<file path="src/source/reg_file.sv">
`timescale 1ns/1ns

module reg_file (
    input  logic        clk,
    input  logic        rstn,

    input  logic [4:0]  i_raddr_a1,
    input  logic [4:0]  i_raddr_a2,
    input  logic [4:0]  i_raddr_b1,
    input  logic [4:0]  i_raddr_b2,
    output logic [31:0] o_rdata_a1,
    output logic [31:0] o_rdata_a2,
    output logic [31:0] o_rdata_b1,
    output logic [31:0] o_rdata_b2,

    input  logic        i_we,
    input  logic [4:0]  i_waddr,
    input  logic [31:0] i_wdata
);

    logic [31:0] regs [1:31];   // r0 has no storage

    always_ff @(posedge clk or negedge rstn) begin
        if (!rstn) begin
            for (int i = 1; i < 32; i++) begin
                regs[i] <= '0;
            end
        end
        else if (i_we && (i_waddr != 5'd0)) begin
            regs[i_waddr] <= i_wdata;
        end
    end

    ////////////////////////////////////////////////////
    // asynchronous reads, no write bypass
    ////////////////////////////////////////////////////

    assign o_rdata_a1 = (i_raddr_a1 == 5'd0) ? 32'd0 : regs[i_raddr_a1];
    assign o_rdata_a2 = (i_raddr_a2 == 5'd0) ? 32'd0 : regs[i_raddr_a2];
    assign o_rdata_b1 = (i_raddr_b1 == 5'd0) ? 32'd0 : regs[i_raddr_b1];
    assign o_rdata_b2 = (i_raddr_b2 == 5'd0) ? 32'd0 : regs[i_raddr_b2];

endmodule

</file>
<file path="config.mk">
export PLATFORM = sky130hd
export DESIGN_NAME = reg_file
export DESIGN_NICKNAME = d
export VERILOG_FILES = /design/src/source/reg_file.sv
export SDC_FILE = /design/constraint.sdc
export NUM_CORES = 2
export LEC_CHECK = 0
export BUFFER_PORTS_ARGS = -buffer_cell sky130_fd_sc_hd__buf_2
export CORE_MARGIN = 8
export CORE_UTILIZATION = 42
export DETAILED_ROUTE_END_ITERATION = 10
export GPL_TIMING_DRIVEN = 0
export PLACE_DENSITY = 0.57
export SETUP_SLACK_MARGIN = 0.5
export SLEW_MARGIN = 20
export SYNTH_ARGS = -nofsm -noshare
export SYNTH_HDL_FRONTEND = slang
export SYNTH_SLANG_ARGS = --single-unit
</file>
<file path="constraint.sdc">
create_clock -name clk -period 2.26 [get_ports clk]
set_input_delay 0.452 -clock clk [delete_from_list [all_inputs] [get_ports clk]]
set_output_delay 0.452 -clock clk [all_outputs]
set_load 0.02 [all_outputs]
</file>
==> Yosys cells after proc, flatten, opt, wreduce, memory -nomap -nowiden <==
Index checks and enable logic that the tools add are counted.
{ "totals": {"register_bits": 992, "inputBits": 60, "out_inout_bits": 128, "wordCells": 68} }
{ "op_classes": {"order_cmp": 6, "n_mux": 19, "n_bitwise": 5, "reduce_logical": 7} }
{ "op_table": {"columns": ["cell", "n"], "rows": [
  ["$bwmux W992", 1],
  ["$bmux W32 S5", 4],
  ["$mux W32", 13],
  ["$demux W32 S5", 1],
  ["$ge A6 B6 Y1 const B", 5],
  ["$not A5 Y6", 5],
  ["$logic_not A5 Y1", 4],
  ["$lt A6 B1 Y1 const B", 1],
  ["$reduce_bool A5 Y1", 1],
  ["$logic_and A1 B1 Y1", 2]
]} }

==> Depth between registers and ports, before layout <==
{ "depth": {"word_depth": 6, "mapped_depth": 10, "ltp_nobuf": 5} }

==> Worst setup path before layout <==
No wires, ideal clock.
{ "synth_path": {"kind": "input port to output port", "from": "in i_raddr_a2[0]", "to": "out o_rdata_a2[20]", "arrival_time_ps": 2081, "required_time_ps": 1808, "setup_slack_ps": -273, "stages": 8, "path_buffers": 3, "path_cell_list": "buf_2 > buf_6 > buf_2 > mux4_2 > nand2_1 > o21ai_1 > a21oi_1 > o221ai_1"} }
{ "synth_via": {"elab_chain_cells": 5, "word_cells_on_any_way": 6, "classes_between": "4 x mux; 1 x bitwise; 1 x reduce/logical"} }
{ "synth_rtl": {"columns": ["element", "line", "source"], "rows": [
  ["start: declaration", "8", "input logic [4:0] i_raddr_a2,"],
  ["$not A5 Y6 (not written as such)", "39", "assign o_rdata_a2 = (i_raddr_a2 == 5'd0) ? 32'd0 : regs[i_raddr_a2];"],
  ["$bmux W32 S5", "39", null],
  ["$mux W32 (not written as such) (2 in series)", "39", null],
  ["$mux W32 (*)", "39", null],
  ["end: declaration", "12", "output logic [31:0] o_rdata_a2,"]
]} }
Mark *: on every way between the ends. The rest lies on a longest branch, timed or not. The select of a mux whose other input is x is not followed.

==> Worst setup path in the final report <==
{ "layout_path": {"from": "reg regs[913] in the netlist's numbering", "to": "out o_rdata_a2[17]"} }
{ "layout_via": {"elab_chain_cells": 4} }
{ "layout_rtl": {"columns": ["element", "line", "source"], "rows": [
  ["start: declaration", "21", "logic [31:0] regs [1:31];"],
  ["start signal: indexed assignment", "30", "regs[i_waddr] <= i_wdata;"],
  ["$bmux W32 S5", "39", null],
  ["$mux W32 (not written as such) (2 in series)", "39", null],
  ["$mux W32", "39", null]
]} }
No other way between the ends. The select of a mux whose other input is x is not followed.

==> out/metrics.cfg <==
[setup_path]
critPathLaunchType = flip-flop
setup.worst_path.end_class = primary output
cp.required_ns = 1.81
crit_path_max_fanout = 5
crit_type = flip-flop to primary output
r2r_end = regs[149]
ff2ff_setup_slack_ns = 1.15
rr_startpoint = regs[149]
crit_arrival_ns = 2.94
ff2ff_path_depth = 4

[worst_hold_path]
hold_class = input port to flip-flop
whs_endpoint = regs[30]
min-delay-start = i_wdata[30]
hold_depth = 2

[global_routing]
grt_usage_pct = 38.31
met2_usage_pct = 53.58
grt_pass1_vias = 56730
met3_usage_pct = 17.19
grt_antenna_before_repair = 23
grt_pass1_wl_mm = 479.1
overflow = 0
use_met1_pct = 48.34
grt_busiest_layer = met2
grt_max_degree = 134

[route]
routedWlPerCell_um = 43.52
vias = 58110
wl_mm = 356.1
drc = 0
firstDrtPassIters = 6
drtIter0Drc = 8428
vias_per_cell = 7.101
final_antenna_net_count = 0

[floorplanning]
core_sq_um = 165200
dieArea_sq_um = 179800
die_h_um = 424.0
dieWidth_um = 424.0
ios = 188
rows = 149
start_util_pct = 42.33

[power]
swShare_pct = 35.45
combPwrFrac_pct = 35.0
internal-power_uw = 47440
totalPowerFinal_uw = 73490
power_frac_seq_pct = 35.0
ir_drop_mv = 0.7586
p_sw_uw = 26060
leakagePower_uw = 0.03630
p_per_area_nw_per_um2 = 841.2
clock_power_share_pct = 30.0

[sta]
timing.hold.ws_ns = 0.04845
tns_ns = -107.13
tightest_slew_ns = 1.235
clock.fmax_mhz = 294.5
final.setup.worst_slack_ns = -1.135
layout_min_cycle_time_ns = 3.395
rsz0062_at_grt = true
setup_violations = 128
hold_violations = 0
slew_viol_final = 0
worst_clock_skew_ns = 0
timing.final.crit_share_pct = 150.2
slew_headroom_pct = 17.64

[cells_and_area]
final_cell_mix = dfrtp_1, mux2_2, mux4_2, nand2_1, buf_4
largest_register_ffs = 992
largestRegisters = regs: 992 flops
top_register = regs
drive_above_1_share_pct = 58.17
final_util_pct = 52.89
fin_nets = 5937
stdcell_area_sq_um = 87370
synthToLayoutAreaGrowth_pct = 24.94
layout_commonest_cell = dfrtp_1

[clock_network]
cts_buffers = 119
h-tree-depth = 3
cts_tree = built
cts_max_path_buffers = 3
cts_sinks = 992
clockRootBuffer = clkbuf_16
clkTransAtPathRegs_ns = 0.07
clk_latency_ns = 0.78

[synthesis]
synth_top_area_share_pct = 35.50
syn_inst = 5325
synth-edff-count = 0
syn_avg_cell_area_sq_um = 13.13
synth_fp_nets = 5385
synth-main-ff-cell = dfrtp_1
synth_seq_cells = 992
synth_cell_types = 44
yosysSeqAreaShare_pct = 35.50
synthArstFlopShare_pct = 100.0
ys_warn_count = 0
yosysTopAreaCell = dfrtp_1
syn_area_sq_um = 69930
synth.area.top_cells = dfrtp_1, mux4_2, mux2_2

[outcome]
outcome = finished with violations
violations = negative setup slack

[placement]
port_buffers = 173
dp_hpwl_mm = 264.0
dpl_cell_area_sq_um = 75040
place.gp.congestion = 1.036

[flow_run]
cap_violations = 0

[area by class of cell]
class	count	area [sq um]
diodes	15	37.54
plain buffers	610	4776
clock buffers	154	3309
clock inverters	69	1075
fillers	14150	77810
inverters	3	26.28
multi-input cells	3720	46500
flip-flops and latches	992	24870
well taps	2189	2739
repair buffers	431	4034
[layer usage]
| layer | vias up | wire, um |
|---|---|---|
| li1 | 22060 | - |
| met1 | 30490 | 129200 |
| met2 | 4476 | 146700 |
| met3 | 1068 | 51800 |
| met4 | 12 | 28290 |
| met5 | - | 158 |
[metrics by stage]
| step | setup slack [ns] | cells |
|---|---|---|
| 2_1_floorplan | -0.09612 | 5325 |
| 4_1_cts | -1.084 | 8081 |
| 6_report | -1.135 | 8183 |
| 3_5_place_dp | -2.348 | 7697 |
| 3_3_place_gp | -21.90 | 7687 |
| 5_1_grt | -1.097 | 8174 |
[cell families (layout without fill, tap and decap cells)]
logic type	after synthesis	count (layout)	synth area share [%]
buffers and inverters	613	1267	4.131
AOI/OAI and AO/OA	631	631	5.831
and+or+nand+nor	839	839	5.438
DFF	992	992	35.50
muxes	2250	2250	49.10
other	0	15	0
[how the worst max path moves through the flow]
stage                        from              to  slack, ns  depth (start not counted)
finish                  regs[913]  o_rdata_a2[17]      -1.14                          6
global placement             rstn       regs[857]     -21.90                          1
CTS                     regs[787]  o_rdata_a2[19]      -1.08                          5
floorplan           i_raddr_a2[0]  o_rdata_a2[19]       -0.1                          7
global route            regs[787]  o_rdata_a2[19]      -1.10                          5
detailed placement  i_raddr_a2[1]  o_rdata_a2[30]      -2.35                         10
[cells in the mapped netlist, drive strengths merged (4+ instances only)]
master	instances
nand3b	8
a21oi	231
mux2	1161
and3	35
mux2i	261
nor3	97
a22oi	33
o211ai	76
o21ai	97
nor3b	5
nor2	95
nand2	408
a211oi	61
a221oi	94
clkbuf	258
nand3	71
nand2b	4
o221ai	16
a22o	6
buf	352
dfrtp	992
mux4	828
nor2b	108
[power by group through the flow]
| stage | sequential (uW) | combinational [uW] | clock [uW] |
|---|---|---|---|
| after CTS | 25300 | 23800 | 22100 |
| after floorplan | 24200 | 14200 | 0 |
| after detailed placement | 25800 | 20600 | 0 |
| after global routing | 26100 | 26400 | 22800 |
| final | 25700 | 25800 | 22000 |
| after global placement | 25600 | 20300 | 0 |
[worst max-delay path, cell delays in order (launching register included)]
cell and delay [ns]:
dfrtp_1 0.42, mux2_2 0.28, a22oi_1 0.55, o21ai_0 0.15, nand2_1 0.09, o211ai_1 0.35
buf_4 0.30
[timing repair]
action	CTS	global route
hold buffers	8	1
pin swaps	165	160
setup buffers	150	84
cloned	3	3
hold endpoints to repair	93	177
setup endpoints to repair	690	1141
resized for setup	1171	345
(Power assumes the default switching activity.)
