[src/source/issue_pkg.sv]
package issue_pkg;

    ////////////////////////////////////////////////////
    // opcodes of the supported subset
    ////////////////////////////////////////////////////

    // 3R format, opcode in inst[31:15]
    localparam logic [16:0] OPC_ADD_W  = 17'b00000000000100000;
    localparam logic [16:0] OPC_SUB_W  = 17'b00000000000100010;
    localparam logic [16:0] OPC_AND    = 17'b00000000000101001;
    localparam logic [16:0] OPC_OR     = 17'b00000000000101010;

    // 2RI12 format, opcode in inst[31:22]
    localparam logic [9:0]  OPC_ADDI_W = 10'b0000001010;
    localparam logic [9:0]  OPC_ORI    = 10'b0000001110;
    localparam logic [9:0]  OPC_LD_W   = 10'b0010100010;
    localparam logic [9:0]  OPC_ST_W   = 10'b0010100110;

    ////////////////////////////////////////////////////
    // operation carried to execute
    ////////////////////////////////////////////////////

    typedef enum logic [3:0] {
        ALU_ADD     = 4'd0,
        ALU_SUB     = 4'd1,
        ALU_AND     = 4'd2,
        ALU_OR      = 4'd3,
        ALU_LOAD    = 4'd4,
        ALU_STORE   = 4'd5,
        ALU_ILLEGAL = 4'd15
    } alu_op_e;

    ////////////////////////////////////////////////////
    // instruction word, two views of the same 32 bits
    ////////////////////////////////////////////////////

    typedef struct packed {
        logic [16:0] opcode17;
        logic [4:0]  rk;
        logic [4:0]  rj;
        logic [4:0]  rd;
    } fmt_3r_t;

    typedef struct packed {
        logic [9:0]  opcode10;
        logic [11:0] imm12;
        logic [4:0]  rj;
        logic [4:0]  rd;
    } fmt_2ri12_t;

    typedef union packed {
        fmt_3r_t    fmt_3r;
        fmt_2ri12_t fmt_2ri12;
    } inst_word_u;

    // one decoded instruction as held in the issue buffer, 126 bits
    typedef struct packed {
        logic [31:0] pc;
        logic [31:0] imm;      // sign-extended imm12, 0 for 3R
        alu_op_e     alu_op;
        logic [4:0]  rd;
        logic        rf_we;
        logic [4:0]  raddr1;
        logic [4:0]  raddr2;
        logic        is_mem;
        logic        illegal;
        logic [39:0] spare;    // reserved for execute fields
    } issue_entry_t;

endpackage

[src/source/inst_decoder.sv]
`timescale 1ns/1ns

module inst_decoder import issue_pkg::*; (
    input  logic [31:0]  i_pc,
    input  logic [31:0]  i_inst,
    output issue_entry_t o_entry
);

    inst_word_u  word;
    logic [31:0] imm_sext;

    logic        hit_3r;
    alu_op_e     op_3r;
    logic        hit_2ri;
    alu_op_e     op_2ri;

    assign word     = i_inst;
    assign imm_sext = {{20{word.fmt_2ri12.imm12[11]}}, word.fmt_2ri12.imm12};

    ////////////////////////////////////////////////////
    // opcode match, 17-bit group first
    ////////////////////////////////////////////////////

    always_comb begin
        hit_3r = 1'b1;
        case (word.fmt_3r.opcode17)
            OPC_ADD_W: op_3r = ALU_ADD;
            OPC_SUB_W: op_3r = ALU_SUB;
            OPC_AND:   op_3r = ALU_AND;
            OPC_OR:    op_3r = ALU_OR;
            default: begin
                op_3r  = ALU_ILLEGAL;
                hit_3r = 1'b0;
            end
        endcase
    end

    always_comb begin
        hit_2ri = 1'b1;
        case (word.fmt_2ri12.opcode10)
            OPC_ADDI_W: op_2ri = ALU_ADD;
            OPC_ORI:    op_2ri = ALU_OR;
            OPC_LD_W:   op_2ri = ALU_LOAD;
            OPC_ST_W:   op_2ri = ALU_STORE;
            default: begin
                op_2ri  = ALU_ILLEGAL;
                hit_2ri = 1'b0;
            end
        endcase
    end

    ////////////////////////////////////////////////////
    // build the entry
    ////////////////////////////////////////////////////

    always_comb begin
        o_entry    = '0;           // unused sources read r0
        o_entry.pc = i_pc;
        if (hit_3r) begin
            o_entry.alu_op = op_3r;
            o_entry.rd     = word.fmt_3r.rd;
            o_entry.rf_we  = 1'b1;
            o_entry.raddr1 = word.fmt_3r.rj;
            o_entry.raddr2 = word.fmt_3r.rk;
        end
        else if (hit_2ri) begin
            o_entry.alu_op = op_2ri;
            o_entry.imm    = imm_sext;
            o_entry.raddr1 = word.fmt_2ri12.rj;
            if (op_2ri == ALU_STORE) begin
                // store data comes from rd, nothing written back
                o_entry.raddr2 = word.fmt_2ri12.rd;
                o_entry.is_mem = 1'b1;
            end
            else begin
                o_entry.rd     = word.fmt_2ri12.rd;
                o_entry.rf_we  = 1'b1;
                o_entry.is_mem = (op_2ri == ALU_LOAD);
            end
        end
        else begin
            o_entry.alu_op  = ALU_ILLEGAL;
            o_entry.illegal = 1'b1;   // still flows through in order
        end
    end

endmodule

[config.mk]
export PLATFORM = sky130hd
export DESIGN_NAME = inst_decoder
export DESIGN_NICKNAME = d
export VERILOG_FILES = /design/src/source/issue_pkg.sv /design/src/source/inst_decoder.sv
export SDC_FILE = /design/constraint.sdc
export NUM_CORES = 1
export LEC_CHECK = 0
export BUFFER_PORTS_ARGS = -buffer_cell sky130_fd_sc_hd__buf_4
export CORE_ASPECT_RATIO = 0.8
export CORE_MARGIN = 8
export CORE_UTILIZATION = 32
export DETAILED_ROUTE_END_ITERATION = 10
export PLACE_DENSITY_LB_ADDON = 0.3
export SLEW_MARGIN = 20
export SYNTH_ARGS = -nofsm -noshare
export SYNTH_HDL_FRONTEND = slang
export SYNTH_SLANG_ARGS = --single-unit
[constraint.sdc]
create_clock -name vclk -period 4.35
set_input_delay 0.87 -clock vclk [all_inputs]
set_output_delay 0.87 -clock vclk [all_outputs]
set_load 0.05 [all_outputs]
# == Yosys cells after proc, flatten, opt, wreduce, memory -nomap -nowiden ==
# Index checks and enable logic that the tools add are counted.
# word_totals
latchBits,0
out_inout_bits,126
reg_bits,0
input_bits,64
mem_count,0
wordCells,26
mem_bits_rw,0
rom_bits,0
# classes
bitwise_logic,0
shift,0
add_sub_neg,0
div,0
eq_ne,10
mux,14
n_reduce_logical,2
multipliers,0
n_lt_le_gt_ge,0
# op_table
cell,n
== test 17 x 6 -> 1 bit (second input constant),4
two-way mux 32 bit,2
case mux 4 bit (4 select lines),2
== test 10 x 4 -> 1 bit (second input constant),2
== test 10 x 8 -> 1 bit (second input constant),2
two-way mux 20 bit,1
two-way mux 17 bit,1
== test 4 x 3 -> 1 bit (second input constant),2
OR reduction 4 bit,2
two-way mux 6 bit,1
two-way mux 5 bit,1
two-way mux 1 bit,4
two-way mux 4 bit,1
two-way mux 2 bit,1

# == Depth between registers and ports, before layout ==
# Gate-level depths: netlist (run 1).
# logic_depth
depth_word,6
ltp_mapped,6
mapped_depth_nobuf,5

# == Worst setup path before layout (run 1) ==
# OpenSTA, ideal clock, no wires.
# synth_timing
path_type,input to output
start,in i_inst[27]
end,out o_entry[58] (netlist bit)
stages,3
required_ps,3480
slack_ps,845
arrival_ps,2635
path_cell_list,nor4_2 -> nand4_2 -> o311ai_1
# synth_rtl
item,line,text
start: declaration,inst_decoder.sv:5,"input logic [31:0] i_inst,"
end: declaration,inst_decoder.sv:6,output issue_entry_t o_entry

==> metrics.txt, run 1 <==
CLK BUF 0; clock power share 0%; crit start category input pin; vias per cell 4.026; Sum Neg Setup Slack 0 ns; die area 5760 sq um; antenna-violating nets left 0; PwrDens 92.15 nW/um^2; Routed WL 3.354 mm; Die H 69.50 microns; max-cap viol count 0; Most common cell on crit path buf_4; antenna violations before repair 0; Slowest Stage Delay on Critical Path 0.54 ns; die width 82.88 microns; 1st-iter DRT viols 22; fmax 0.3058 GHz; Crit. Startpoint i_inst[27]; Seq Cell Count 0; Top Ports 190; vias in the first global route 1018; Post-Syn Instances 157; finished layout cell area 1279 sq um; Area after DPL 1279 sq um; Fillers 389; Distinct cells, synth 31; GRT overflow 0; Initial Util 33.44%; hpwl dp 3.017 mm; Site Rows 19; total internal power 23.85 uW; top-area cell type share of the netlist area 60.98%; Tmin final 3.270 ns; Slew @ Worst Pin 0.6346 ns; hold_buf cts 0; gr usage total 10.25%; headroom to the max-slew limit 57.69%; Comb power frac 100.0%; crit path max fanout 21; top post-synthesis cells by area buf_4 61%, and2_1 9.8%, a22o_1 3.8%, and3_1 3.8%, o21bai_4 1.6%; sw frac 79.76%; Synthesis Warnings 0; top-count cell post-synth buf_4; Port Buffers 86; leading area contributor after synthesis buf_4; Setup WS post-layout 1.080 ns; pre-CTS WS 1.063 ns; CP arrival 2.40 ns; crit-path cells buf_4 -> nor3b_2 -> o2111a_1 -> and2_1 -> buf_4; DRC 0; sequential cell area 0 sq um; sequential fraction of the synthesis area 0%; Placer Congestion 0.6529; Pins Over Slew Limit 0; Final setup viols 0; ANT cells 0; Layout Area Growth over Synthesis 11.69%; final period utilization 75.17%; Post-CTS Setup Bufs 0; CP max stage cell and2_1; mean post-synth cell area 7.292 sq um; final hold vios 0; Seq pwr share 0%; crit end category output port; Max VDD drop 0.00007604 V; 1st-pass router iterations 4; Resize count post-CTS 0; pin count of the biggest net entering global routing 22; mapped cell area 1145 sq um; RSZ-0062 raised after global routing false; Worst Hold Class in -> out; core footprint 3423 sq um; Routed WL per cell 14.65 microns; status complete, no violations; share of cells above drive strength 1 50.80%; Critical Path RT 3.48 ns; Post-synth top cells 93 x buf_4, 18 x and2_1, 7 x and3_1; DR vias 922; global-route wire length before repair 5.161 mm; Setup CP Type in -> out; Static Leak 0.7834 nW; min-delay src i_pc[9]; sw power 93.99 uW; nets 253
[power groups by stage]
stage / logic [mW] / clock network [mW] / registers [mW]
after floorplan: 0.195 / 0 / 0
after global placement: 0.116 / 0 / 0
after detailed placement: 0.117 / 0 / 0
after CTS: 0.117 / 0 / 0
after global routing: 0.124 / 0 / 0
final: 0.118 / 0 / 0
[cell families after synthesis]
logic type                synth area share (%)
and+or+nand+nor                          24.59
xor gates and xnor gates                0.7652
AOI/OAI and AO/OA                        10.27
other                                   0.3276
buffers and inverters                    64.04
[cell usage in the layout, fill, tap and decap left out, drive strengths merged]
cell,netlist,final
o2111a,1,1
o211ai,1,1
conb,1,40
nor4,1,1
and2,18,18
inv,4,4
nor3,3,3
nand4,1,1
and3b,1,1
and3,7,7
a21oi,2,2
buf,94,87
nand3,1,1
nor2b,2,2
o21bai,1,1
nor4b,2,2
nor2,3,3
a22o,5,5
nand2,1,1
o21ai,2,2
nor3b,1,1
o311ai,1,1
a21o,1,1
xnor2,1,1
[worst paths after layout]
path	end	slack [ns]	depth (start not counted)
setup / recovery	o_entry[87]	1.08	5
hold / removal	o_entry[103]	1.74	0
[layer usage]
layer | vias up | GRT usage (%) | part of all wire, %
met5 | - | 0 | 0
met4 | 0 | 1.167 | 0.69
met3 | 6 | 4.343 | 10
met2 | 74 | 18.19 | 49
met1 | 405 | 11.34 | 40
li1 | 437 | - | -
[per-stage QoR]
step	cells	power [mW]	utilization [%]	hold WS, ns
finish	229	0.1178	37.35	1.740
CTS	229	0.1167	37.35	1.740
floorplan	196	0.1947	-	1.907
detailed placement	229	0.1166	37.35	1.740
global placement	229	0.1163	37.35	1.740
global route	229	0.1237	37.35	1.740
[critical path, delay by kind of cell]
family                 cells  cell delay (ns)
AO/OA/AOI/OAI              1             0.25
buffers and inverters      2             0.44
AND/OR/NAND/NOR            2             0.84
[cell type report]
class              count  area, sq um  area share [%]
repair buffers        87        653.1           51.08
well taps             42        52.55           4.110
inverters              4        15.01           1.174
multi-input cells     96        558.0           43.64
No activity file was read; power rests on OpenSTA's default activity.
==> inputs of run 2 (changes only) <==
--- a/config.mk
+++ b/config.mk
@@ -8,7 +8,7 @@
 export BUFFER_PORTS_ARGS = -buffer_cell sky130_fd_sc_hd__buf_4
 export CORE_ASPECT_RATIO = 0.8
 export CORE_MARGIN = 8
-export CORE_UTILIZATION = 32
+export CORE_UTILIZATION = 26
 export DETAILED_ROUTE_END_ITERATION = 10
 export PLACE_DENSITY_LB_ADDON = 0.3
 export SLEW_MARGIN = 20
==> constraint.sdc (replaced) <==
create_clock -name vclk -period 2.91
set_input_delay 0.582 -clock vclk [all_inputs]
set_output_delay 0.582 -clock vclk [all_outputs]
set_load 0.05 [all_outputs]
==> run 2 against run 1 <==
Design area is 2.6% higher. First-iteration DRC count is 45% lower. Count of clock-buffer cells in the layout stayed put. Critical endpoint is now o_entry[54]. Largest power group unchanged. Highest routed layer unchanged.
==> metrics.txt, run 2 (synthesized netlist as in run 1, its figures left out) <==
CP arrival 2.04 ns (-0.36 ns); met1 global-route usage 9.893% (-1.4 points); 1st-iter DRT viols 12 (-45%); crit end category output port; crit start category input pin; status complete, no violations; die area 6796 sq um (+18%); max-cap viol count 0 (unchanged); Seq Cell Count 0 (unchanged); Port Buffers 86 (unchanged); crit path max fanout 11 (-48%); 1st-pass router iterations 3 (-1); hold_buf cts 0 (unchanged); Worst Hold Class in -> out; nets 254 (+0.40%); delay-heaviest family, CP compound AO/OA/AOI/OAI gates; vias in the first global route 895 (-12%); sequential cell area 0 sq um (unchanged); most frequent cells in the layout 88 x buf_4, 40 x conb_1, 18 x and2_1, 7 x and3_1, 5 x a22o_1; ANT cells 0 (unchanged); GR met3 Demand/Resource 3.150% (-1.2 points); CLK BUF 0 (unchanged); Top Ports 190 (unchanged); final period utilization 90.06%; vias per cell 3.604 (-10%); min-delay src i_pc[10]; hpwl dp 3.144 mm (+4.2%); GRT met2 Usage 14.25% (-3.9 points); Sum Neg Setup Slack 0 ns (unchanged); RSZ-0062 raised after global routing false; Site Rows 21 (+2); DRC 0 (unchanged); hold endpoint o_entry[104]; Crit. Startpoint i_inst[27]; antenna-violating nets left 0 (unchanged); Routed WL per cell 14.21 microns (-3.0%); Cells on Worst Hold Path 0 (unchanged); Layout Area Growth over Synthesis 14.64%; global-route wire length before repair 4.843 mm (-6.2%); Initial Util 27.23% (-6.2 points); core footprint 4204 sq um (+23%); Critical Path RT 2.33 ns (-1.15 ns); share of cells above drive strength 1 51.60% (+0.79 points); Slowest Stage Delay on Critical Path 0.39 ns (-0.15 ns); gr usage total 8.378% (-1.9 points); Tmin final 2.621 ns; Static Leak 0.7890 nW (+0.71%); PwrDens 134.5 nW/um^2 (+46%); final hold vios 0 (unchanged); fmax 0.3816 GHz; Most common cell on crit path buf_4; commonest non-fill, non-tap cell in the layout buf_4; die width 90.19 microns (+8.8%); Setup CP Type in -> out; Placer Congestion 0.7155 (+9.6%); GRT overflow 0 (unchanged); finished layout cell area 1313 sq um (+2.6%); antenna violations before repair 0 (unchanged); Post-CTS Setup Bufs 0 (unchanged); DR vias 883 (-4.2%); Die H 75.35 microns (+8.4%); Fillers 491 (+26%); CP max stage cell o2111a_1; pin count of the biggest net entering global routing 22 (unchanged); Max VDD drop 0.00009156 V (+20%); worst path buffer plus inverter count 2 (unchanged); crit-path cells buf_4 -> nor3b_2 -> o2111a_1 -> o21bai_4 -> and3_1 -> buf_4; Resize count post-CTS 0 (unchanged); Pins Over Slew Limit 0 (unchanged); Routed WL 3.482 mm (+3.8%); Final setup viols 0 (unchanged); Area after DPL 1313 sq um (+2.6%); layer with the highest usage met2
## run 2: power breakdown
| group | switching [mW] | total (mW) | internal, mW |
|---|---|---|---|
| clock | 0 | 0 | 0 |
| combinational | 0.141 | 0.176 | 0.0357 |
| sequential | 0 | 0 | 0 |
| total | 0.141 | 0.176 | 0.0357 |
## run 2: stage by stage
| step | hold slack [ns] | utilization, % | instances | power [mW] | setup slack [ns] |
|---|---|---|---|---|---|
| finish | 1.164 | 31.22 | 245 | 0.1765 | 0.2893 |
| detailed placement | 1.164 | 31.22 | 245 | 0.1747 | 0.2722 |
| global placement | 1.164 | 31.22 | 245 | 0.1746 | 0.2523 |
| global route | 1.164 | 31.22 | 245 | 0.1855 | 0.1514 |
| CTS | 1.164 | 31.22 | 245 | 0.1748 | 0.2467 |
| floorplan | 1.331 | - | 196 | 0.2914 | 0.1272 |
## run 2: area by class of cell
class	count	area, sq um	share of cell area [%]
timing repair buffer	88	660.6	50.33
multi-input combinational	96	565.5	43.09
tap	57	71.32	5.434
inverter	4	15.01	1.144
## run 2: routing by layer
metal / share of wire (%) / vias up
met2: 50 / 57
li1: - / 439
met1: 39 / 375
met4: 1.6 / 0
met3: 9.7 / 12
met5: 0 / -
## run 2: worst max path at each step
stage | end | cells after the start
floorplan | o_entry[52] | 6
global placement | o_entry[52] | 7
detailed placement | o_entry[54] | 6
CTS | o_entry[54] | 6
global route | o_entry[54] | 6
finish | o_entry[54] | 6
