--- src/source/issue_pkg.sv ---
package issue_pkg;

    ////////////////////////////////////////////////////
    // opcodes of the supported subset
    ////////////////////////////////////////////////////

    // 3R format, opcode in inst[31:15]
    localparam logic [16:0] OPC_ADD_W  = 17'b00000000000100000;
    localparam logic [16:0] OPC_SUB_W  = 17'b00000000000100010;
    localparam logic [16:0] OPC_AND    = 17'b00000000000101001;
    localparam logic [16:0] OPC_OR     = 17'b00000000000101010;

    // 2RI12 format, opcode in inst[31:22]
    localparam logic [9:0]  OPC_ADDI_W = 10'b0000001010;
    localparam logic [9:0]  OPC_ORI    = 10'b0000001110;
    localparam logic [9:0]  OPC_LD_W   = 10'b0010100010;
    localparam logic [9:0]  OPC_ST_W   = 10'b0010100110;

    ////////////////////////////////////////////////////
    // operation carried to execute
    ////////////////////////////////////////////////////

    typedef enum logic [3:0] {
        ALU_ADD     = 4'd0,
        ALU_SUB     = 4'd1,
        ALU_AND     = 4'd2,
        ALU_OR      = 4'd3,
        ALU_LOAD    = 4'd4,
        ALU_STORE   = 4'd5,
        ALU_ILLEGAL = 4'd15
    } alu_op_e;

    ////////////////////////////////////////////////////
    // instruction word, two views of the same 32 bits
    ////////////////////////////////////////////////////

    typedef struct packed {
        logic [16:0] opcode17;
        logic [4:0]  rk;
        logic [4:0]  rj;
        logic [4:0]  rd;
    } fmt_3r_t;

    typedef struct packed {
        logic [9:0]  opcode10;
        logic [11:0] imm12;
        logic [4:0]  rj;
        logic [4:0]  rd;
    } fmt_2ri12_t;

    typedef union packed {
        fmt_3r_t    fmt_3r;
        fmt_2ri12_t fmt_2ri12;
    } inst_word_u;

    // one decoded instruction as held in the issue buffer, 126 bits
    typedef struct packed {
        logic [31:0] pc;
        logic [31:0] imm;      // sign-extended imm12, 0 for 3R
        alu_op_e     alu_op;
        logic [4:0]  rd;
        logic        rf_we;
        logic [4:0]  raddr1;
        logic [4:0]  raddr2;
        logic        is_mem;
        logic        illegal;
        logic [39:0] spare;    // reserved for execute fields
    } issue_entry_t;

endpackage

--- src/source/dual_issue_select.sv ---
`timescale 1ns/1ns

module dual_issue_select import issue_pkg::*; (
    input  logic [1:0]   i_head_valid,
    input  issue_entry_t i_head_a,
    input  issue_entry_t i_head_b,
    input  logic         i_stall_dcache,
    input  logic         i_stall_div,

    output logic [1:0]   o_issue_num,
    output logic [1:0]   o_issue_valid
);

    logic stall;
    logic issue_a;
    logic raw_hazard;
    logic mem_pair;
    logic issue_b;

    assign stall = i_stall_dcache | i_stall_div;

    assign issue_a = i_head_valid[1] & ~stall;

    ////////////////////////////////////////////////////
    // pairing rules for slot b
    ////////////////////////////////////////////////////

    // b reads what a is about to write
    assign raw_hazard = i_head_a.rf_we && (i_head_a.rd != 5'd0) &&
                        ((i_head_b.raddr1 == i_head_a.rd) ||
                         (i_head_b.raddr2 == i_head_a.rd));

    assign mem_pair = i_head_a.is_mem & i_head_b.is_mem;   // one memory port

    assign issue_b = issue_a & i_head_valid[0] & ~raw_hazard & ~mem_pair;

    always_comb begin
        if (issue_b) begin
            o_issue_num   = 2'd2;
            o_issue_valid = 2'b11;
        end
        else if (issue_a) begin
            o_issue_num   = 2'd1;
            o_issue_valid = 2'b10;
        end
        else begin
            o_issue_num   = 2'd0;
            o_issue_valid = 2'b00;
        end
    end

endmodule

--- config.mk ---
export PLATFORM = sky130hd
export DESIGN_NAME = dual_issue_select
export DESIGN_NICKNAME = d
export VERILOG_FILES = /design/src/source/issue_pkg.sv /design/src/source/dual_issue_select.sv
export SDC_FILE = /design/constraint.sdc
export NUM_CORES = 1
export LEC_CHECK = 0
export BUFFER_PORTS_ARGS = -buffer_cell sky130_fd_sc_hd__buf_2
export CELL_PAD_IN_SITES_DETAIL_PLACEMENT = 0
export CELL_PAD_IN_SITES_GLOBAL_PLACEMENT = 1
export CORE_AREA = 10 10 94 96
export DETAILED_ROUTE_END_ITERATION = 7
export DIE_AREA = 0 0 104 106
export PLACE_DENSITY_LB_ADDON = 0.2
export SLEW_MARGIN = 20
export SYNTH_ARGS = -nofsm -noshare
export SYNTH_HDL_FRONTEND = slang
export SYNTH_SLANG_ARGS = --single-unit
--- constraint.sdc ---
create_clock -name vclk -period 2.6
set_clock_uncertainty 0.1 [all_clocks]
set_input_delay 0.52 -clock vclk [all_inputs]
set_output_delay 0.52 -clock vclk [all_outputs]
set_load 0.02 [all_outputs]
; ---- After elaboration in Yosys (flattened, before gate mapping)
; Cells that the tools add are included.
; W data, S select, Z words.
[totals]
reg_bits = 0
latchBits = 0
ramBits = 0
romBits = 0
inputBits = 256
output_inout_bits = 4
elab_cells = 19
memories = 0
[op_classes]
n_addsub = 0
multipliers = 0
n_div = 0
n_lt_le_gt_ge = 0
eq_ne = 2
shift = 0
mux = 4
bitwise_logic = 9
reduce_logical = 4
[op_table]
columns = op, n
row1 = $eq A5 B5 Y1, 2
row2 = $mux W2, 3
row3 = $and A1 B1 Y1, 5
row4 = $reduce_bool A5 Y1, 1
row5 = $not A1 Y1, 3
row6 = $logic_and A1 B1 Y1, 2
row7 = $logic_or A1 B1 Y1, 1
row8 = $mux W1, 1
row9 = $or A1 B1 Y1, 1

; ---- Logic depth before layout (Yosys ltp)
; Gate-level depths: netlist (run 1).
[logic_depth]
ltp_word = 7
depth_mapped = 5
ltp_nobuf = 4

; ---- Worst setup path after synthesis (run 1)
; Ideal clock, no wire load.
[synth_path]
path_type = input to output
startpoint = in i_stall_div
endpoint = out o_issue_num[1]
arrival_time_ns = 1.643
t_required_ns = 1.980
path_slack_ns = 0.337
stages = 4
n_path_buf = 1
cell_sequence = nor3b_1 -> nand3_1 -> a21oi_1 -> buf_4
[synth_between]
elab_chain_cells = 7
[synth_rtl]
columns = item, line
row1 = from (decl), dual_issue_select.sv:8  ; input logic i_stall_div,
row2 = $or A1 B1 Y1, dual_issue_select.sv:20  ; assign stall = i_stall_dcache | i_stall_div;
row3 = $not A1 Y1, dual_issue_select.sv:22  ; assign issue_a = i_head_valid[1] & ~stall;
row4 = $and A1 B1 Y1, dual_issue_select.sv:22
row5 = $and A1 B1 Y1 (3 in series), dual_issue_select.sv:35  ; assign issue_b = issue_a & i_head_valid[0] & ~raw_hazard & ~mem_pair;
row6 = net issue_b, dual_issue_select.sv:18  ; logic issue_b;
row7 = $mux W2, dual_issue_select.sv:38  ; if (issue_b) begin
row8 = to (decl), dual_issue_select.sv:10  ; output logic [1:0] o_issue_num,
; The timed path passes the listed nets, and every way through them passes these cells.

; ---- Final worst setup path (run 1)
[layout_path]
startpoint = in i_head_a[54] in the netlist's numbering
endpoint = out o_issue_num[0]
[layout_between]
elab_chain_cells = 7
elab_cells_between_ends = 10
cone_classes = eq/ne (2) / mux (1) / bitwise (3) / reduce/logical (4)
[layout_rtl]
columns = item, line
row1 = from (decl), dual_issue_select.sv:5  ; input issue_entry_t i_head_a,
row2 = "$eq A5 B5 Y1, or another cell as far along", dual_issue_select.sv:30  ; ((i_head_b.raddr1 == i_head_a.rd) ||
row3 = $logic_or A1 B1 Y1 / $logic_and A1 B1 Y1 (equally long branches), "dual_issue_select.sv:30, dual_issue_select.sv:29"
row4 = $logic_and A1 B1 Y1 *, dual_issue_select.sv:29  ; assign raw_hazard = i_head_a.rf_we && (i_head_a.rd != 5'd0) &&
row5 = $not A1 Y1 *, dual_issue_select.sv:35
row6 = $and A1 B1 Y1 * (2 in series), dual_issue_select.sv:35
row7 = $mux W2 *, dual_issue_select.sv:38
; Every way passes the cells marked *; elsewhere a longest branch is shown, timed or not.

==> summary.md, run 1 <==
| Metric | Value |
|---|---|
| Post-Route WL | `between 1000 and 1500 um` |
| Power density over the cells | `about 120 mW/mm2` |
| Crit path max fanout | `3` |
| Synthesized Nets | `282` |
| Nature of the critical path endpoint | `output pin` |
| CP bufs+invs | `2` |
| Via count | `280` |
| Drt first pass iters | `1` |
| Design Power | `roughly 50 uW` |
| Worst Path Required | `between 1.5 and 2 ns` |
| Mapped Cells | `26` |
| Seq cells | `0` |
| Core Region | `0.00706 mm2` |
| DRT iter0 DRCs | `0` |
| Largest net degree at the start of global routing | `5` |
| GRT overflow | `0` |
| Postcts setup bufs | `0` |
| Crit-path slowest cell | `or4_1` |
| Max-Cap Viols | `0` |
| Setup Crit Path Kind | `in -> out` |
| Endpoints failing setup | `0` |
| Mapped Area | `184 um2` |
| Most common cell after layout, fill and taps aside | `buf_2` |
| Starting Density | `2.61%` |
| Most frequent CP cell | `buf_2` |
| Worst path top cell family by delay | `simple AND/OR/NAND/NOR gates` |
| Slew at the pin closest to its max-slew limit | `0.360 ns` |
| Num rows | `31` |
| CP Launch Type | `input port` |
| Fin. Hold Viols | `0` |
| Leak | `between 0.15 and 0.2 nW` |
| Die Area | `0.0110 mm2` |
| Cts-stage hold buffer count | `0` |
| Register area share after synthesis | `0%` |
| Vias in the first global route | `about 350` |
| I/O Pins | `260` |
| HP Class | `in -> out` |
| Global Route Usage Sum | `2.05%` |
| Worst vdd ir | `~0.024 mV` |
| Post-route minimum period | `2.48 ns` |
| Commonest cells after routing, fill and taps aside | `26 x buf_2, 10 x xnor2_1, 3 x nand3_1, 3 x nand2_1` |
| Fillers | `861` |
| DR WL/cell | `8.06 um` |
| YS warnings | `0` |
| Outcome | `complete, no violations` |
| Count of pins over their slew limit | `0` |
| Syn-to-layout area delta | `131%` |
| Final ANT Viol Nets | `0` |
| PortBufs | `26` |
| RePlAce Congestion | `about 0.65` |
| FF/Latch Area | `0 um2` |
| Via density | `1.87` |
| Top cell type's share of synthesized area | `a little under half` |
| Clock buffers | `0` |
| Final period utilization | `95.2%` |
| Layout cells sized above 1 | `52.0%` |
| Cell variety after synth | `12` |
| Die width | `104 um` |
| Max frequency | `404 MHz` |
| # DRC | `0` |
| Initial antenna violation count | `2` |
| CP Data Arrival Time | `1.86 ns` |
| Resize count post-CTS | `0` |
| First-pass GRT wire length | `roughly 1800 um` |
| Max transition margin | `between 70 and 80%` |
| Final nets | `308` |
| Total negative slack | `0 ns` |
| CP max stage delay | `between 0.5 and 0.6 ns` |
| Crit-path cells | `buf_2 -> or4_1 -> o21a_1 -> and2_0 -> a21o_1 -> buf_2` |
| Unrepaired setup endpoints after global routing | `no` |
| Top cells by area, synth | `xnor2_1 48%, nand3_1 8.2%, buf_4 8.2%, nand2_1 6.1%, a21boi_0 4.1%` |
| Yosys top cell by area | `xnor2_1` |
| Die H | `between 100 and 150 um` |
| Synth Area per Inst | `7.07 um2` |
## layout make-up
| type | instances | area [um2] | area share [%] |
|---|---|---|---|
| Tap cell | 99 | 124 | 29.1 |
| Timing Repair Buffer | 26 | 130 | 30.6 |
| Antenna cell | 1 | 2.50 | 0.588 |
| Multi-Input combinational cell | 24 | 169 | 39.7 |
## synth_stat cells
master,n
nand3_1,3
o22ai_1,1
xnor2_1,10
buf_4,2
and2_0,1
a21o_1,1
a21boi_0,1
o21a_1,1
nand2_1,3
nor3b_1,1
a21oi_1,1
or4_1,1
## cell families (layout without fill, tap and decap cells)
kind of cell | Yosys count | after routing | synth area share (%)
XOR/XNOR | 10 | 10 | 47.6
AO/OA/AOI/OAI | 5 | 5 | 18.4
other | 0 | 1 | 0
buffers and inverters | 2 | 26 | 8.16
AND/OR/NAND/NOR | 9 | 9 | 25.9
## path summary, 6_finish.rpt
check | start | end | slack (ns) | depth (start not counted)
hold / removal | i_stall_div | o_issue_valid[1] | 1.24 | 3
setup / recovery | i_head_a[54] | o_issue_num[0] | 0.12 | 6
## routing by layer
| metal | GRT usage, % | wire [um] | vias up |
|---|---|---|---|
| met5 | 0 | 18 | - |
| met4 | 0 | 0 | 2 |
| met3 | 1.51 | 178 | 2 |
| met2 | 2.94 | 446 | 19 |
| met1 | 2.54 | 566 | 120 |
| li1 | - | - | 137 |
## metrics by stage
stage | instance area [um2] | worst slack (ns) | utilization [%] | hold WS, ns | cells
2_1_floorplan | 184 | 0.337 | - | 1.04 | 26
3_3_place_gp | 423 | 0.122 | 5.99 | 1.23 | 149
3_5_place_dp | 423 | 0.100 | 5.99 | 1.24 | 149
4_1_cts | 423 | 0.0977 | 5.99 | 1.24 | 149
5_1_grt | 425 | 0.0483 | 6.03 | 1.26 | 150
6_report | 425 | 0.124 | 6.03 | 1.24 | 150
## power by group
| group | leakage (nW) | switching, mW | internal, mW |
|---|---|---|---|
| clock | 0.00000634 | 0 | 0.0000000514 |
| sequential | 0 | 0 | 0 |
| combinational | 0.160 | 0.0228 | 0.0272 |
| total | 0.160 | 0.0228 | 0.0272 |
No activity file was read; power rests on OpenSTA's default activity.
==> run 2, diff against run 1 <==
--- a/config.mk
+++ b/config.mk
@@ -11,7 +11,9 @@
 export CORE_AREA = 10 10 94 96
 export DETAILED_ROUTE_END_ITERATION = 7
 export DIE_AREA = 0 0 104 106
-export PLACE_DENSITY_LB_ADDON = 0.2
+export MAX_ROUTING_LAYER = met4
+export PLACE_DENSITY = 0.95
+export RECOVER_POWER = 50
 export SLEW_MARGIN = 20
 export SYNTH_ARGS = -nofsm -noshare
 export SYNTH_HDL_FRONTEND = slang
==> summary.md, run 2 (synthesis gave the netlist of run 1 again) <==
| Metric | Value |
|---|---|
| Layout cells sized above 1 | `48.0%` |
| Die H | `106 um` |
| Max transition margin | `75.3%` |
| Syn-to-layout area delta | `129%` |
| Postcts setup bufs | `0` |
| Post-route minimum period | `2.46 ns` |
| Most common cell after layout, fill and taps aside | `buf_2` |
| FF/Latch Area | `0 um2` |
| Design Power | `around 48 uW` |
| Power density over the cells | `115 mW/mm2` |
| CP max stage delay | `0.51 ns` |
| Worst Path Required | `1.98 ns` |
| CP Data Arrival Time | `1.84 ns` |
| Fillers | `between 800 and 900` |
| RePlAce Congestion | `~0.59` |
| Initial antenna violation count | `0` |
| Fin. Hold Viols | `0` |
| Core Region | `between 0.007 and 0.008 mm2` |
| Die width | `104 um` |
| Via density | `1.72` |
| CP Launch Type | `input port` |
| Worst vdd ir | `0.0301 mV` |
| Drt first pass iters | `2` |
| Max-Cap Viols | `0` |
| Count of pins over their slew limit | `0` |
| Final period utilization | `94.5%` |
| # DRC | `0` |
| Cts-stage hold buffer count | `0` |
| PortBufs | `26` |
| Global Route Usage Sum | `1.87%` |
| Post-Route WL | `1120 um` |
| GRT overflow | `0` |
| Vias in the first global route | `290` |
| HP Class | `in -> out` |
| Starting Density | `2.61%` |
| Num rows | `31` |
| Largest net degree at the start of global routing | `5` |
| Crit path max fanout | `3` |
| Seq cells | `0` |
| I/O Pins | `260` |
| Slew at the pin closest to its max-slew limit | `0.370 ns` |
| DRT iter0 DRCs | `2` |
| DR WL/cell | `7.50 um` |
| Nature of the critical path endpoint | `output pin` |
| Crit-path slowest cell | `or4_1` |
| Outcome | `complete, no violations` |
| Die Area | `0.0110 mm2` |
| Leak | `between 0.15 and 0.2 nW` |
| ANT cells | `0` |
| Final ANT Viol Nets | `0` |
| Unrepaired setup endpoints after global routing | `no` |
| First-pass GRT wire length | `1570 um` |
| Total negative slack | `0 ns` |
| Max frequency | `407 MHz` |
| Commonest cells after routing, fill and taps aside | `24 x buf_2, 10 x xnor2_1, 3 x nand3_1, 3 x nand2_1, 2 x clkbuf_1` |
| Setup Crit Path Kind | `in -> out` |
| Via count | `257` |
| Clock buffers | `0` |
| Endpoints failing setup | `0` |
| Final nets | `308` |
| Multi-input gate area | `169 um2` |
| Most frequent CP cell | `buf_2` |
| Resize count post-CTS | `0` |
| Crit-path cells | `buf_2 -> or4_1 -> o21a_1 -> and2_0 -> a21o_1 -> buf_2` |
run 2: worst max-delay path: cells and delay by family:
family	cells	cell delay [ns]
compound gates	2	0.36
simple gates	2	0.66
buf+inv	2	0.28
run 2: final cells by class:
class / instances / area share [%]
Multi-Input combinational cell: 24 / 40.2
Timing Repair Buffer: 26 / 30.4
Tap cell: 99 / 29.5
run 2: report_power, final:
group	internal, mW	switching [mW]	total, mW
sequential	0	0	0
clock	0	0	0
combinational	0.0269	0.0215	0.0483
run 2: path summary, 6_finish.rpt:
path / start / end / slack (ns) / cells after the start
setup / recovery: i_head_a[54] / o_issue_num[0] / 0.14 / 6
hold / removal: i_stall_dcache / o_issue_valid[1] / 1.25 / 3
run 2: metrics by stage:
step | worst slack (ns) | cells | cell area [um2] | hold slack, ns | util, %
after CTS | 0.111 | 149 | 423 | 1.24 | 5.99
after detailed placement | 0.120 | 149 | 423 | 1.24 | 5.99
final | 0.143 | 149 | 420 | 1.25 | 5.96
after floorplan | 0.337 | 26 | 184 | 1.04 | -
after global placement | 0.126 | 149 | 423 | 1.23 | 5.99
after global routing | 0.0777 | 149 | 420 | 1.28 | 5.96
run 2: routing by layer:
metal  wire length, um  part of all wire (%)  vias to the layer above  global-route usage (%)
li1                  -                     -                      137                       -
met1               573                    51                      107                    2.51
met2               499                    45                       13                    3.08
met3                45                   4.0                        0                   0.302
met4                 0                     0                        0                       0
met5                 0                     0                        -                       -
==> run 3, diff against run 2 <==
--- a/config.mk
+++ b/config.mk
@@ -5,6 +5,7 @@
 export SDC_FILE = /design/constraint.sdc
 export NUM_CORES = 1
 export LEC_CHECK = 0
+export ABC_CLOCK_PERIOD_IN_PS = 2600
 export BUFFER_PORTS_ARGS = -buffer_cell sky130_fd_sc_hd__buf_2
 export CELL_PAD_IN_SITES_DETAIL_PLACEMENT = 0
 export CELL_PAD_IN_SITES_GLOBAL_PLACEMENT = 1
@@ -12,7 +13,7 @@
 export DETAILED_ROUTE_END_ITERATION = 7
 export DIE_AREA = 0 0 104 106
 export MAX_ROUTING_LAYER = met4
-export PLACE_DENSITY = 0.95
+export PLACE_DENSITY_LB_ADDON = 0.1
 export RECOVER_POWER = 50
 export SLEW_MARGIN = 20
 export SYNTH_ARGS = -nofsm -noshare
==> summary.md, run 3 (synthesis gave the netlist of run 1 again) <==
| Metric | Value |
|---|---|
| DRT iter0 DRCs | `2` |
| Die H | `106 um` |
| Nature of the critical path endpoint | `output pin` |
| Clock buffers | `0` |
| Max-Cap Viols | `0` |
| Die Area | `0.0110 mm2` |
| Die width | `approximately 100 um` |
| DR WL/cell | `8.68 um` |
| Outcome | `complete, no violations` |
| Seq cells | `0` |
| Layout cells sized above 1 | `50.0%` |
| GRT overflow | `0` |
| Syn-to-layout area delta | `132%` |
| Postcts setup bufs | `0` |
| Unrepaired setup endpoints after global routing | `no` |
| Max frequency | `approximately 400 MHz` |
| Power density over the cells | `117 mW/mm2` |
| HP Class | `in -> out` |
| Slew at the pin closest to its max-slew limit | `0.426 ns` |
| Fillers | `869` |
| DP Area | `between 400 and 500 um2` |
| Crit path max fanout | `3` |
| CP Launch Type | `input port` |
| Hold Path Depth | `3` |
| Via count | `259` |
| Leak | `around 0.15 nW` |
| Worst setup endpoint | `o_issue_num[0]` |
| Post-route minimum period | `roughly 2.5 ns` |
| Final period utilization | `95.3%` |
| Max transition margin | `71.5%` |
| Commonest cells after routing, fill and taps aside | `24 x buf_2, 10 x xnor2_1, 3 x nand3_1, 3 x nand2_1` |
| Setup Crit Path Kind | `in -> out` |
| Drt first pass iters | `2` |
| Count of pins over their slew limit | `0` |
| I/O Pins | `260` |
| Via density | `1.72` |
| Initial antenna violation count | `2` |
| CP Data Arrival Time | `around 1.9 ns` |
| Num rows | `31` |
| Resize count post-CTS | `0` |
| Endpoints failing setup | `0` |
| First-pass GRT wire length | `1960 um` |
| Core Region | `about 0.007 mm2` |
| Total negative slack | `0 ns` |
| Design Area, Final | `427 um2` |
| Vias in the first global route | `323` |
| Largest net degree at the start of global routing | `5` |
| Starting Density | `2.61%` |
| Global Route Usage Sum | `2.32%` |
| RePlAce Congestion | `between 0.6 and 0.7` |
| Final nets | `308` |
| Final ANT Viol Nets | `0` |
| Setup crit start | `i_head_a[54]` |
| Fin. Hold Viols | `0` |
| Multi-input gate area | `169 um2` |
| # DRC | `0` |
| Post-Route WL | `~1300 um` |
| PortBufs | `26` |
| Worst vdd ir | `0.0156 mV` |
| Worst Path Required | `1.98 ns` |
| Cts-stage hold buffer count | `0` |
| FF/Latch Area | `0 um2` |
| Most common cell after layout, fill and taps aside | `buf_2` |
-- run 3: cell count changes in the layout (fill, tap and decap cells not counted) --
cell | before | now
diode_2 | 0 | 2
clkbuf_1 | 2 | 1
clkbuf_2 | 0 | 1
-- run 3: critical path: stages --
cell	delay, ns
buf_2	0.13
or4_1	0.54
o21a_1	0.20
and2_0	0.15
a21o_1	0.17
buf_2	0.15
-- run 3: layout make-up --
| class | instances | area share (%) |
|---|---|---|
| diodes | 2 | 1.17 |
| multi-input cells | 24 | 39.6 |
| repair buffers | 26 | 30.2 |
| well taps | 99 | 29.0 |
-- run 3: power by group --
| part | internal (mW) | switching [mW] | total, mW | leakage (nW) |
|---|---|---|---|---|
| combinational | 0.0270 | 0.0229 | 0.0498 | 0.155 |
| sequential | 0 | 0 | 0 | 0 |
| clock | 0.000000103 | 0 | 0.000000103 | 0.0000127 |
-- run 3: stage by stage --
stage | power (mW) | hold slack, ns | setup slack (ns) | instances | utilization, %
2_1_floorplan | 0.0244 | 1.04 | 0.337 | 26 | -
3_5_place_dp | 0.0513 | 1.25 | 0.122 | 149 | 5.99
5_1_grt | 0.0564 | 1.29 | 0.0300 | 151 | 6.04
6_report | 0.0498 | 1.26 | 0.122 | 151 | 6.04
4_1_cts | 0.0516 | 1.26 | 0.117 | 149 | 5.99
3_3_place_gp | 0.0518 | 1.25 | 0.111 | 149 | 5.99
-- run 3: routing by layer --
layer,GRT usage [%],wire length [um],vias up
met2,3.44,519,17
met1,2.68,574,102
li1,-,-,140
met5,-,0,-
met4,0,0,0
met3,1.63,216,0
-- run 3: worst min path at each step --
stage	from	end	slack, ns
final	i_stall_dcache	o_issue_valid[1]	1.26
after global routing	i_stall_dcache	o_issue_valid[1]	1.29
after CTS	i_stall_dcache	o_issue_valid[1]	1.26
after detailed placement	i_stall_dcache	o_issue_valid[1]	1.25
after global placement	i_stall_dcache	o_issue_valid[1]	1.25
after floorplan	i_stall_dcache	o_issue_valid[1]	1.04
